`src/source/bank_htu_defs.svh`:
```
`ifndef BANK_HTU_DEFS_SVH
`define BANK_HTU_DEFS_SVH

// ~~~~~~~~~~~~~~~~~~~~~~~~~~~~~~~~~~~~~~~~~~~~~~~~~~~~~~~~~~~~~~~~~~~~~~~~~~
// Bank geometry.
// ~~~~~~~~~~~~~~~~~~~~~~~~~~~~~~~~~~~~~~~~~~~~~~~~~~~~~~~~~~~~~~~~~~~~~~~~~~
`define BANK_HTU_WAYS 2
`define BANK_HTU_SETS 4

// ~~~~~~~~~~~~~~~~~~~~~~~~~~~~~~~~~~~~~~~~~~~~~~~~~~~~~~~~~~~~~~~~~~~~~~~~~~
// Address fields.
// ~~~~~~~~~~~~~~~~~~~~~~~~~~~~~~~~~~~~~~~~~~~~~~~~~~~~~~~~~~~~~~~~~~~~~~~~~~
// Tag runs from bit 31 down to this bit.
`define BANK_HTU_TAG_LSB 10
// Set index sits just below the tag.
`define BANK_HTU_IDX_LSB 8
// Selects offset half 1 of the line.
`define BANK_HTU_OFS_BIT 7

`endif

```
`src/source/bank_htu_pkg.sv`:
```
package bank_htu_pkg;

  // ~~~~~~~~~~~~~~~~~~~~~~~~~~~~~~~~~~~~~~~~~~~~~~~~~~~~~~~~~~~~~~~~~~~~~~~~~~
  // Request opcodes.
  // ~~~~~~~~~~~~~~~~~~~~~~~~~~~~~~~~~~~~~~~~~~~~~~~~~~~~~~~~~~~~~~~~~~~~~~~~~~
  typedef enum logic [2:0] {
    OP_NONE       = 3'd0,
    OP_READ       = 3'd1,
    OP_WRITE      = 3'd2,
    OP_FLUSH      = 3'd3,
    OP_INVALIDATE = 3'd4
  } op_e;

  // Coherence state of one offset half.
  // Encoding 2'b11 is unused.
  typedef enum logic [1:0] {
    OFS_INVALID = 2'b00,
    OFS_CLEAN   = 2'b01,
    OFS_DIRTY   = 2'b10
  } ofs_state_e;

  // ~~~~~~~~~~~~~~~~~~~~~~~~~~~~~~~~~~~~~~~~~~~~~~~~~~~~~~~~~~~~~~~~~~~~~~~~~~
  // Request and response.
  // ~~~~~~~~~~~~~~~~~~~~~~~~~~~~~~~~~~~~~~~~~~~~~~~~~~~~~~~~~~~~~~~~~~~~~~~~~~
  typedef struct packed {
    op_e         op;
    logic [31:0] addr;
  } htu_req_s;

  typedef struct packed {
    logic       hit;
    logic       way;
    // State of the accessed half before the update.
    ofs_state_e ofs_state;
    logic       evict_dirty;
  } htu_rsp_s;

endpackage

```
`src/source/bank_htu_offset.sv`:
```
`timescale 1ns/1ps

module bank_htu_offset (
  input  logic                     clk_i,
  input  logic                     rst_i,
  input  logic                     offset_hit_i,
  input  bank_htu_pkg::op_e        op_i,
  input  logic                     line_hit_i,
  input  logic                     allocate_i,
  output bank_htu_pkg::ofs_state_e state_o
);

  bank_htu_pkg::ofs_state_e state_q;
  bank_htu_pkg::ofs_state_e state_d;

  // ~~~~~~~~~~~~~~~~~~~~~~~~~~~~~~~~~~~~~~~~~~~~~~~~~~~~~~~~~~~~~~~~~~~~~~~~~~
  // Next state.
  // ~~~~~~~~~~~~~~~~~~~~~~~~~~~~~~~~~~~~~~~~~~~~~~~~~~~~~~~~~~~~~~~~~~~~~~~~~~
  always_comb begin
    state_d = state_q;
    if (allocate_i) begin
      // Only the accessed half is brought in on a refill.
      if (!offset_hit_i) begin
        state_d = bank_htu_pkg::OFS_INVALID;
      end else if (op_i == bank_htu_pkg::OP_WRITE) begin
        state_d = bank_htu_pkg::OFS_DIRTY;
      end else begin
        state_d = bank_htu_pkg::OFS_CLEAN;
      end
    end else if (line_hit_i) begin
      case (op_i)
        bank_htu_pkg::OP_READ: begin
          // Fill a missing half.
          if (offset_hit_i && (state_q == bank_htu_pkg::OFS_INVALID)) begin
            state_d = bank_htu_pkg::OFS_CLEAN;
          end
        end
        bank_htu_pkg::OP_WRITE: begin
          if (offset_hit_i) begin
            state_d = bank_htu_pkg::OFS_DIRTY;
          end
        end
        bank_htu_pkg::OP_FLUSH: begin
          // Both halves are written back.
          if (state_q == bank_htu_pkg::OFS_DIRTY) begin
            state_d = bank_htu_pkg::OFS_CLEAN;
          end
        end
        bank_htu_pkg::OP_INVALIDATE: begin
          state_d = bank_htu_pkg::OFS_INVALID;
        end
        default: begin
          state_d = state_q;
        end
      endcase
    end
  end

  always_ff @(posedge clk_i or posedge rst_i) begin
    if (rst_i) begin
      state_q <= bank_htu_pkg::OFS_INVALID;
    end else begin
      state_q <= state_d;
    end
  end

  assign state_o = state_q;

  // Reserved encoding must never be reached from any op sequence.
  a_state_legal: assert property (@(posedge clk_i) disable iff (rst_i)
    state_q != bank_htu_pkg::ofs_state_e'(2'b11));

endmodule

```
`src/source/bank_htu_cacheline.sv`:
```
`timescale 1ns/1ps

`include "bank_htu_defs.svh"

module bank_htu_cacheline (
  input  logic                             clk_i,
  input  logic                             rst_i,
  input  logic                             update_i,
  input  bank_htu_pkg::op_e                op_i,
  input  logic                             offset1_i,
  input  logic [31:`BANK_HTU_TAG_LSB]      tag_i,
  input  logic                             allocate_i,
  output logic                             hit_o,
  output bank_htu_pkg::ofs_state_e         offset0_state_o,
  output bank_htu_pkg::ofs_state_e         offset1_state_o,
  output logic                             valid_o,
  output logic                             dirty_o
);

  logic                        valid_q;
  logic [31:`BANK_HTU_TAG_LSB] tag_q;
  logic                        line_hit;

  // ~~~~~~~~~~~~~~~~~~~~~~~~~~~~~~~~~~~~~~~~~~~~~~~~~~~~~~~~~~~~~~~~~~~~~~~~~~
  // Lookup.
  // ~~~~~~~~~~~~~~~~~~~~~~~~~~~~~~~~~~~~~~~~~~~~~~~~~~~~~~~~~~~~~~~~~~~~~~~~~~
  assign hit_o    = valid_q && (tag_i == tag_q);
  assign line_hit = update_i && hit_o;

  assign valid_o = valid_q;
  assign dirty_o = valid_q &&
                   ((offset0_state_o == bank_htu_pkg::OFS_DIRTY) ||
                    (offset1_state_o == bank_htu_pkg::OFS_DIRTY));

  // Valid bit.
  always_ff @(posedge clk_i or posedge rst_i) begin
    if (rst_i) begin
      valid_q <= 1'b0;
    end else if (allocate_i) begin
      valid_q <= 1'b1;
    end else if (line_hit && (op_i == bank_htu_pkg::OP_INVALIDATE)) begin
      valid_q <= 1'b0;
    end
  end

  // Tag, loaded on refill.
  always_ff @(posedge clk_i) begin
    if (allocate_i) begin
      tag_q <= tag_i;
    end
  end

  // ~~~~~~~~~~~~~~~~~~~~~~~~~~~~~~~~~~~~~~~~~~~~~~~~~~~~~~~~~~~~~~~~~~~~~~~~~~
  // Offset halves.
  // ~~~~~~~~~~~~~~~~~~~~~~~~~~~~~~~~~~~~~~~~~~~~~~~~~~~~~~~~~~~~~~~~~~~~~~~~~~
  bank_htu_offset i_offset0 (
    .clk_i        (clk_i),
    .rst_i        (rst_i),
    .offset_hit_i (!offset1_i),
    .op_i         (op_i),
    .line_hit_i   (line_hit),
    .allocate_i   (allocate_i),
    .state_o      (offset0_state_o)
  );

  bank_htu_offset i_offset1 (
    .clk_i        (clk_i),
    .rst_i        (rst_i),
    .offset_hit_i (offset1_i),
    .op_i         (op_i),
    .line_hit_i   (line_hit),
    .allocate_i   (allocate_i),
    .state_o      (offset1_state_o)
  );

  // The set only allocates on a miss, so a refill never meets a hit here.
  a_alloc_not_hit: assert property (@(posedge clk_i) disable iff (rst_i)
    !(allocate_i && line_hit));

endmodule

```
`src/source/bank_htu_set.sv`:
```
`timescale 1ns/1ps

`include "bank_htu_defs.svh"

module bank_htu_set (
  input  logic                     clk_i,
  input  logic                     rst_i,
  input  logic                     sel_i,
  input  bank_htu_pkg::htu_req_s   req_i,
  output logic                     hit_o,
  output logic                     way_o,
  output bank_htu_pkg::ofs_state_e ofs_state_o,
  output logic                     evict_dirty_o
);

  localparam int WAYS = `BANK_HTU_WAYS;

  logic                     update;
  logic                     alloc_op;
  logic                     alloc_miss;
  logic                     offset1;
  logic [WAYS-1:0]          way_hit;
  logic [WAYS-1:0]          way_valid;
  logic [WAYS-1:0]          way_dirty;
  logic [WAYS-1:0]          allocate;
  bank_htu_pkg::ofs_state_e off0_state [WAYS];
  bank_htu_pkg::ofs_state_e off1_state [WAYS];
  logic                     hit_way;
  logic                     inv_found;
  logic                     inv_way;
  logic                     victim;
  logic                     rr_q;

  // A set only updates when picked by the index and carrying an op.
  assign update   = sel_i && (req_i.op != bank_htu_pkg::OP_NONE);
  assign alloc_op = (req_i.op == bank_htu_pkg::OP_READ) ||
                    (req_i.op == bank_htu_pkg::OP_WRITE);
  assign offset1  = req_i.addr[`BANK_HTU_OFS_BIT];

  // ~~~~~~~~~~~~~~~~~~~~~~~~~~~~~~~~~~~~~~~~~~~~~~~~~~~~~~~~~~~~~~~~~~~~~~~~~~
  // Ways.
  // ~~~~~~~~~~~~~~~~~~~~~~~~~~~~~~~~~~~~~~~~~~~~~~~~~~~~~~~~~~~~~~~~~~~~~~~~~~
  for (genvar w = 0; w < WAYS; w++) begin : g_way
    bank_htu_cacheline i_cacheline (
      .clk_i           (clk_i),
      .rst_i           (rst_i),
      .update_i        (update),
      .op_i            (req_i.op),
      .offset1_i       (offset1),
      .tag_i           (req_i.addr[31:`BANK_HTU_TAG_LSB]),
      .allocate_i      (allocate[w]),
      .hit_o           (way_hit[w]),
      .offset0_state_o (off0_state[w]),
      .offset1_state_o (off1_state[w]),
      .valid_o         (way_valid[w]),
      .dirty_o         (way_dirty[w])
    );
  end

  // Hit combining and victim search.
  always_comb begin
    hit_way   = 1'b0;
    inv_found = 1'b0;
    inv_way   = 1'b0;
    for (int w = WAYS - 1; w >= 0; w--) begin
      if (way_hit[w]) begin
        hit_way = 1'(w);
      end
      // Scanning downward leaves the lowest invalid way.
      if (!way_valid[w]) begin
        inv_found = 1'b1;
        inv_way   = 1'(w);
      end
    end
  end

  assign victim     = inv_found ? inv_way : rr_q;
  assign hit_o      = |way_hit;
  assign alloc_miss = update && alloc_op && !hit_o;

  always_comb begin
    for (int w = 0; w < WAYS; w++) begin
      allocate[w] = alloc_miss && (victim == 1'(w));
    end
  end

  // ~~~~~~~~~~~~~~~~~~~~~~~~~~~~~~~~~~~~~~~~~~~~~~~~~~~~~~~~~~~~~~~~~~~~~~~~~~
  // Result.
  // ~~~~~~~~~~~~~~~~~~~~~~~~~~~~~~~~~~~~~~~~~~~~~~~~~~~~~~~~~~~~~~~~~~~~~~~~~~
  assign way_o         = hit_o ? hit_way : victim;
  assign ofs_state_o   = offset1 ? off1_state[hit_way] : off0_state[hit_way];
  assign evict_dirty_o = alloc_miss && way_dirty[victim];

  // Round-robin pointer moves only when it picked the victim.
  always_ff @(posedge clk_i or posedge rst_i) begin
    if (rst_i) begin
      rr_q <= 1'b0;
    end else if (alloc_miss && !inv_found) begin
      rr_q <= !rr_q;
    end
  end

  // A tag lives in at most one way of the set.
  a_hit_onehot: assert property (@(posedge clk_i) disable iff (rst_i)
    $onehot0(way_hit));

endmodule

```
`src/source/bank_htu.sv`:
```
`timescale 1ns/1ps

`include "bank_htu_defs.svh"

module bank_htu (
  input  logic                   clk_i,
  input  logic                   rst_i,
  input  logic                   req_valid_i,
  input  bank_htu_pkg::htu_req_s req_i,
  output logic                   rsp_valid_o,
  output bank_htu_pkg::htu_rsp_s rsp_o
);

  localparam int SETS  = `BANK_HTU_SETS;
  localparam int IDX_W = $clog2(SETS);

  logic [IDX_W-1:0]         idx;
  logic [SETS-1:0]          set_sel;
  logic [SETS-1:0]          set_hit;
  logic [SETS-1:0]          set_way;
  logic [SETS-1:0]          set_evict;
  bank_htu_pkg::ofs_state_e set_state [SETS];
  bank_htu_pkg::htu_rsp_s   rsp_d;
  logic                     rsp_valid_q;
  bank_htu_pkg::htu_rsp_s   rsp_q;

  // ~~~~~~~~~~~~~~~~~~~~~~~~~~~~~~~~~~~~~~~~~~~~~~~~~~~~~~~~~~~~~~~~~~~~~~~~~~
  // Index decode.
  // ~~~~~~~~~~~~~~~~~~~~~~~~~~~~~~~~~~~~~~~~~~~~~~~~~~~~~~~~~~~~~~~~~~~~~~~~~~
  assign idx = req_i.addr[`BANK_HTU_IDX_LSB +: IDX_W];

  always_comb begin
    for (int s = 0; s < SETS; s++) begin
      set_sel[s] = req_valid_i && (idx == IDX_W'(s));
    end
  end

  for (genvar s = 0; s < SETS; s++) begin : g_set
    bank_htu_set i_set (
      .clk_i         (clk_i),
      .rst_i         (rst_i),
      .sel_i         (set_sel[s]),
      .req_i         (req_i),
      .hit_o         (set_hit[s]),
      .way_o         (set_way[s]),
      .ofs_state_o   (set_state[s]),
      .evict_dirty_o (set_evict[s])
    );
  end

  // ~~~~~~~~~~~~~~~~~~~~~~~~~~~~~~~~~~~~~~~~~~~~~~~~~~~~~~~~~~~~~~~~~~~~~~~~~~
  // Response.
  // ~~~~~~~~~~~~~~~~~~~~~~~~~~~~~~~~~~~~~~~~~~~~~~~~~~~~~~~~~~~~~~~~~~~~~~~~~~
  always_comb begin
    rsp_d.hit         = set_hit[idx];
    rsp_d.way         = set_way[idx];
    // A miss has no prior half state to report.
    rsp_d.ofs_state   = set_hit[idx] ? set_state[idx] : bank_htu_pkg::OFS_INVALID;
    rsp_d.evict_dirty = set_evict[idx];
  end

  always_ff @(posedge clk_i or posedge rst_i) begin
    if (rst_i) begin
      rsp_valid_q <= 1'b0;
    end else begin
      rsp_valid_q <= req_valid_i;
    end
  end

  // Captured at the same edge as the state update.
  always_ff @(posedge clk_i) begin
    if (req_valid_i) begin
      rsp_q <= rsp_d;
    end
  end

  assign rsp_valid_o = rsp_valid_q;
  assign rsp_o       = rsp_q;

endmodule

```
`config.mk`:
```
export PLATFORM = sky130hd
export DESIGN_NAME = bank_htu
export DESIGN_NICKNAME = d
export VERILOG_FILES = /design/src/source/bank_htu_pkg.sv /design/src/source/bank_htu_offset.sv /design/src/source/bank_htu_cacheline.sv /design/src/source/bank_htu_set.sv /design/src/source/bank_htu.sv
export VERILOG_INCLUDE_DIRS = /design/src /design/src/source
export SDC_FILE = /design/constraint.sdc
export NUM_CORES = 1
export LEC_CHECK = 0
export ABC_AREA = 1
export BUFFER_PORTS_ARGS = -buffer_cell sky130_fd_sc_hd__buf_2
export CORE_ASPECT_RATIO = 1.25
export CORE_MARGIN = 3
export CORE_UTILIZATION = 60
export CTS_CLUSTER_SIZE = 40
export DETAILED_ROUTE_END_ITERATION = 8
export PLACE_DENSITY_LB_ADDON = 0.25
export SLEW_MARGIN = 20
export SYNTH_ARGS = -nofsm -noshare
export SYNTH_HDL_FRONTEND = slang
export SYNTH_SLANG_ARGS = --single-unit
```
`constraint.sdc`:
```
create_clock -name clk_i -period 6.2 [get_ports clk_i]
set_input_delay 0.62 -clock clk_i [delete_from_list [all_inputs] [get_ports clk_i]]
set_output_delay 0.62 -clock clk_i [all_outputs]
set_load 0.1 [all_outputs]
```
==> After elaboration in Yosys (flattened, before gate mapping) <==
Index checks and enable logic that the tools add are counted.
{ "totals": {"reg_bits": 226, "elab_cells": 477, "mem_count": 0, "output_inout_bits": 6, "romBits": 0, "latchBits": 0, "ram_bits": 0, "input_bits": 38} }
{ "op_classes": {"n_shift": 0, "magnitude_cmp": 10, "div_mod_pow": 0, "bitwise": 9, "n_mul": 0, "n_eq_ne": 79, "addsub": 0, "muxes": 174, "n_reduce_logical": 164} }
{ "op_table": {"columns": ["op", "count"], "rows": [
  ["2-to-1 mux 2 bit", 99],
  ["== test 22 bit", 8],
  ["one-hot mux 2 bit (4 select lines)", 16],
  ["logical AND 1 bit", 80],
  ["AND reduction 5 bit", 16],
  ["inequality test 3 x 1 -> 1 bit, second input constant", 24],
  ["2-to-1 mux 1 bit", 55],
  ["nonzero test 5 bit", 8],
  ["== test 2 bit, second input constant", 18],
  ["inequality test 3 x 2 -> 1 bit, second input constant", 12],
  ["inequality test 3 bit, second input constant", 12],
  ["logical NOT 2 bit", 17],
  ["nonzero test 2 bit", 16],
  ["logical NOT 1 bit", 13],
  ["logical OR 1 bit", 9],
  [">= comparator 2 bit, second input constant", 4],
  ["< comparator 1 x 2 -> 1 bit, second input constant", 4],
  ["inverter 1 -> 2 bit", 4],
  ["OR reduction 2 bit", 4],
  ["binary-select mux 1 bit (select 2 bit)", 3],
  ["== test 3 x 2 -> 1 bit, second input constant", 2],
  ["binary-select mux 2 bit (select 2 bit)", 1],
  ["inverter 1 bit", 4],
  ["== test 3 x 1 -> 1 bit, second input constant", 1],
  ["other kinds (6)", 6]
]} }

==> Logic depth before layout (Yosys ltp) <==
{ "logic_depth": {"word_depth": 12, "depth_mapped": 16, "depth_no_buf": 15} }

==> By module <==
Synthesis repeated with hierarchy kept, for this count alone.
{ "hier_totals": {"hier_cells": 2241, "area_unflattened_um2": 15148.3} }
{ "by_module_without_submodules": {"columns": ["module", "cells_per_inst", "n_inst", "seq_area_each_um2", "area_each_um2"], "rows": [
  ["bank_htu_cacheline", 153, 8, 685.7, 1207.4],
  ["bank_htu_offset", 49, 16, 50.0, 256.5],
  ["bank_htu_set", 45, 4, 25.0, 250.2],
  ["bank_htu", 53, 1, 175.2, 384.1]
]} }

==> Worst setup path after synthesis <==
No wires, ideal clock.
{ "synth_path": {"path_type": "in2reg", "start": "input port req_i[29] (netlist bit)", "end": "register g_set[1].i_set.g_way[1].i_cacheline.tag_q[10] (netlist bit), enable pin", "setup_ps": 387, "arrival_ps": 2113, "path_slack_ps": 3700, "path_stages": 10, "required_time_ps": 5813, "path_buffers": 1, "path_cell_list": "buf_4 > inv_1 > nand2_1 > o21ai_0 > nor2_1 > nand2_1 > nor2_1 > nand3_1 > nand3_2 > nor2_2"} }
{ "synth_via": {"elab_chain_cells": 6, "word_cells_on_any_way": 8, "classes_between": "eq/ne (2); reduce/logical (6)"} }
{ "synth_rtl": {"columns": ["element", "line_no", "text"], "rows": [
  ["start: declaration", "bank_htu.sv:9", "input bank_htu_pkg::htu_req_s req_i,"],
  ["== test 22 bit", "bank_htu_cacheline.sv:27", "assign hit_o = valid_q && (tag_i == tag_q);"],
  ["logical AND 1 bit", "bank_htu_cacheline.sv:27", null],
  ["OR reduction 2 bit *", "bank_htu_set.sv:78", "assign hit_o = |way_hit;"],
  ["logical NOT 1 bit *", "bank_htu_set.sv:79", "assign alloc_miss = update && alloc_op && !hit_o;"],
  ["logical AND 1 bit *", "bank_htu_set.sv:79", null],
  ["logical AND 1 bit *", "bank_htu_set.sv:83", "allocate[w] = alloc_miss && (victim == 1'(w));"],
  ["named net g_set[1].i_set.g_way[1].i_cacheline.allocate_i", "bank_htu_cacheline.sv:12", "input logic allocate_i,"],
  ["end signal: assignment", "bank_htu_cacheline.sv:49", "tag_q <= tag_i;"],
  ["end: declaration", "bank_htu_cacheline.sv:21", "logic [31:`BANK_HTU_TAG_LSB] tag_q;"]
]} }
The timed path passes the listed nets; every way through them passes the cells marked *.
A chain may end at the register's enable or synchronous reset.

==> Worst setup path after layout <==
{ "layout_path": {"start": "input port req_i[24] (netlist bit)", "end": "register g_set[2].i_set.g_way[0].i_cacheline.tag_q[11] (netlist bit), enable pin"} }
{ "layout_via": {"elab_chain_cells": 6, "word_cells_on_any_way": 8, "classes_between": "eq/ne (2); reduce/logical (6)"} }
{ "layout_rtl": {"columns": ["element", "line_no"], "rows": [
  ["== test 22 bit", "bank_htu_cacheline.sv:27"],
  ["logical AND 1 bit", "bank_htu_cacheline.sv:27"],
  ["OR reduction 2 bit *", "bank_htu_set.sv:78"],
  ["logical NOT 1 bit *", "bank_htu_set.sv:79"],
  ["logical AND 1 bit *", "bank_htu_set.sv:79"],
  ["logical AND 1 bit *", "bank_htu_set.sv:83"],
  ["named net g_set[2].i_set.g_way[0].i_cacheline.allocate_i", "bank_htu_cacheline.sv:12"],
  ["end signal: assignment", "bank_htu_cacheline.sv:49"],
  ["end: declaration", "bank_htu_cacheline.sv:21"]
]} }
Marks and branches as above.

==> summary.md <==
| Metric | Value |
|---|---|
| Status | finished, final reports clean |
| Row count | 57 |
| I/O pin count | 44 |
| LEAKAGE | between 5 and 6 nW |
| CP Capture Type | flip-flop |
| DR vias | 9830 |
| DP HPWL | 23.9 mm |
| Mapped Area | 0.0120 sq mm |
| Area share of the largest cell type after synthesis | 0.451 |
| Hold WS | 347 ps |
| CTS tree | done |
| Avg Cell Area, Syn | 8.47 sq um |
| Net Switching | 1.02 mW |
| WP data arrival | approximately 3200 ps |
| Mapped Cells | around 1400 |
| Top post-synthesis cells by area | edfxtp_1, nand2_1, dfrtp_1 |
| First-pass GRT wire length | approximately 52 mm |
| GP Congestion | 0.969 |
| Vias in the first global route | ~9600 |
| IO buf count | 36 |
| Sequential share of the synthesized area | 0.545 |
| Final setup TNS | 0 ps |
| Top_reg_cell synth | edfxtp_1 |
| Wirelength per Cell | 19.7 um |
| Detail Route Antenna Nets | 0 |
| Initial antenna violation count | 0 |
| Vias per cell | 5.66 |
| RSZ-0062 raised after global routing | no |
| DRT Pass-1 Iters | 6 |
| Skew-Pair Late Insertion Delay | 520 ps |
| Filler Cells Inserted | 1649 |
| P_int | 2.69 mW |
| Hold Buf Count CTS | 0 |
| Die area | 0.0218 sq mm |
| Routed WL | 34.3 mm |
| WS Path Type | in -> reg |
| Final Max Slew Viols | 0 |
| Post-CTS Setup Repair Bufs | 0 |
| GR Overflow Total | 0 |
| Clock root cell | clkbuf_16 |
| Reg2reg end | g_set[2].i_set.g_way[0].i_cacheline.tag_q[11] |
| Starting Density | 0.616 |
| Setup Skew | 19.6 ps |
| Flops & latches, synth | 226 |
| Distinct cell type count after synthesis | 41 |
| Slew headroom | 0.259 |
| Syn_nets | 1459 |
| EDFF count, synth | 181 |
| Synth warnings | 0 |
| Cts repair resizes | 0 |
| DP Worst Slack | between 2000 and 3000 ps |
| Ant diodes | 0 |
| WP data required | 6320 ps |
| Die Wd | 133 um |
| Layout cells sized above 1 | 0.0904 |
| Area Overhead vs Synth | 8.65% |
| Global-route usage over all layers | 0.316 |
| Hold Crit Class | in -> async |
| CTS Buffer Depth | 3 |
| CP startpoint kind | input pin |
| Pwr/cell area | ~280 mW/mm^2 |
| Die Span Y | 164 um |
| Slew at the pin closest to its max-slew limit | 1110 ps |
| H-tree depth | 1 |
| Max-cap violations | 0 |
| Clock slew at reported path FFs | 60 ps |
| Final Hold Viols | 0 |
| Final worst slack | between 3000 and 4000 ps |
| Core region area | 0.0195 sq mm |
| R2R Path Start | g_set[2].i_set.g_way[0].i_cacheline.tag_q[22] |
| Pin count of the biggest net entering global routing | 46 |
| Worst vdd ir | 0.219 mV |
| Max Fclk | 323 MHz |
| Start point of the critical path | req_i[24] |
| Net Sw Frac | 0.274 |
| Number of remaining DRC errors | 0 |
| Seq pwr share | 0.492 |
| NumNets Final | 1493 |
| Async set-or-reset flop fraction in the synthesized netlist | 0.199 |
| Final min period | 3090 ps |
| Iteration-0 DRC Markers | 1016 |
| Sink Count | 226 |
| Pwr Total | around 3.7 mW |
| CP max FO | 22 |
| TritonCTS Buffers | 23 |
| Combinational fraction of design power | 0.140 |
| R2R cell count | 7 |
| Synth area leader | edfxtp_1 |
| Final Setup Violations | 0 |
| R2R setup slack | 3230 ps |
| Clock share of power | 0.368 |
| Fin crit share | 0.499 |
power by group through the flow:
| stage | sequential [mW] | combinational (mW) | clock, mW |
|---|---|---|---|
| after floorplan | 1.85 | 0.349 | 0 |
| after global placement | 1.85 | 0.497 | 0 |
| after detailed placement | 1.85 | 0.507 | 0 |
| after CTS | 1.82 | 0.512 | 1.36 |
| after global routing | 1.83 | 0.579 | 1.42 |
| final | 1.82 | 0.518 | 1.36 |
how the worst max path moves through the flow:
| stage | end | slack (ps) |
|---|---|---|
| after global routing | g_set[3].i_set.g_way[0].i_cacheline.tag_q[22] | 2990 |
| after CTS | g_set[2].i_set.g_way[0].i_cacheline.tag_q[11] | 3140 |
| after detailed placement | g_set[2].i_set.g_way[0].i_cacheline.tag_q[31] | 2620 |
| final | g_set[2].i_set.g_way[0].i_cacheline.tag_q[11] | 3110 |
| after global placement | g_set[2].i_set.g_way[0].i_cacheline.tag_q[14] | 2630 |
| after floorplan | g_set[1].i_set.g_way[1].i_cacheline.tag_q[10] | 3700 |
cell families (layout without fill, tap and decap cells):
group,after synthesis,after routing,share of synthesized area
xor gates and xnor gates,39,39,0.0284
muxes,1,1,0.000831
buffers and inverters,216,267,0.0763
and+or+nand+nor,777,777,0.278
DFF,226,226,0.545
AOI/OAI and AO/OA,162,162,0.0714
cells in the mapped netlist, drive strengths merged, types with 7 or more instances:
| cell type | number |
|---|---|
| nand2 | 478 |
| inv | 185 |
| edfxtp | 181 |
| nor2 | 164 |
| o21ai | 113 |
| nand3 | 80 |
| dfrtp | 45 |
| a21oi | 29 |
| xnor2 | 29 |
| nand4 | 27 |
| buf | 23 |
| nor3 | 20 |
| xor2 | 10 |
| clkbuf | 7 |
| o211ai | 7 |
| o22ai | 7 |
cell usage in the layout (no fill, tap or decap), types with 15 or more instances in the layout:
cell	n
nor2_1	145
clkbuf_16	23
dfrtp_1	45
xnor2_1	29
buf_2	36
a21oi_1	29
nand4_1	18
nor3_1	19
nor2_2	15
nand3_1	75
edfxtp_1	181
nand2_1	475
o21ai_1	16
o21ai_0	95
inv_1	165
inv_2	20
area by class of cell:
class / count / area, sq um / area share
clock buffers: 31 / 626 / 0.0478
well taps: 265 / 332 / 0.0253
multi-input cells: 979 / 4560 / 0.349
repair buffers: 39 / 203 / 0.0155
inverters: 186 / 698 / 0.0534
flip-flops and latches: 226 / 6560 / 0.502
clock inverters: 11 / 101 / 0.00775
sequential cells by signal (all words and copies together), names as in the netlist:
register                                         cells
rsp_valid_o                                          1
g_set.i_set.g_way.i_cacheline.i_offset1.state_o     16
g_set.i_set.g_way.i_cacheline.tag_q                176
g_set.i_set.g_way.i_cacheline.valid_o                8
g_set.i_set.g_way.i_cacheline.i_offset0.state_o     16
g_set.i_set.rr_q                                     4
rsp_o                                                5
critical path, cell delays in order:
cell and delay (ps):
buf_2 420, inv_1 330, or2_1 280, nand4_1 70, nor2_1 90, nand4_4 170, nand4_2 290, inv_1 920
layer usage:
metal / wire length (um) / up-vias / share of wire / GRT usage
li1: - / 4690 / - / -
met1: 12500 / 4519 / 0.36 / 0.380
met2: 16600 / 502 / 0.48 / 0.554
met3: 2820 / 119 / 0.082 / 0.0323
met4: 2420 / 0 / 0.071 / 0.193
met5: 0 / - / 0 / 0
per-stage QoR:
stage / area, sq um / utilization / std cells
finish: 13100 / 0.669 / 1737
global route: 13100 / 0.669 / 1737
CTS: 13100 / 0.669 / 1737
detailed placement: 12400 / 0.632 / 1695
global placement: 12400 / 0.632 / 1695
floorplan: 12000 / - / 1421
No activity file was read; power rests on OpenSTA's default activity.
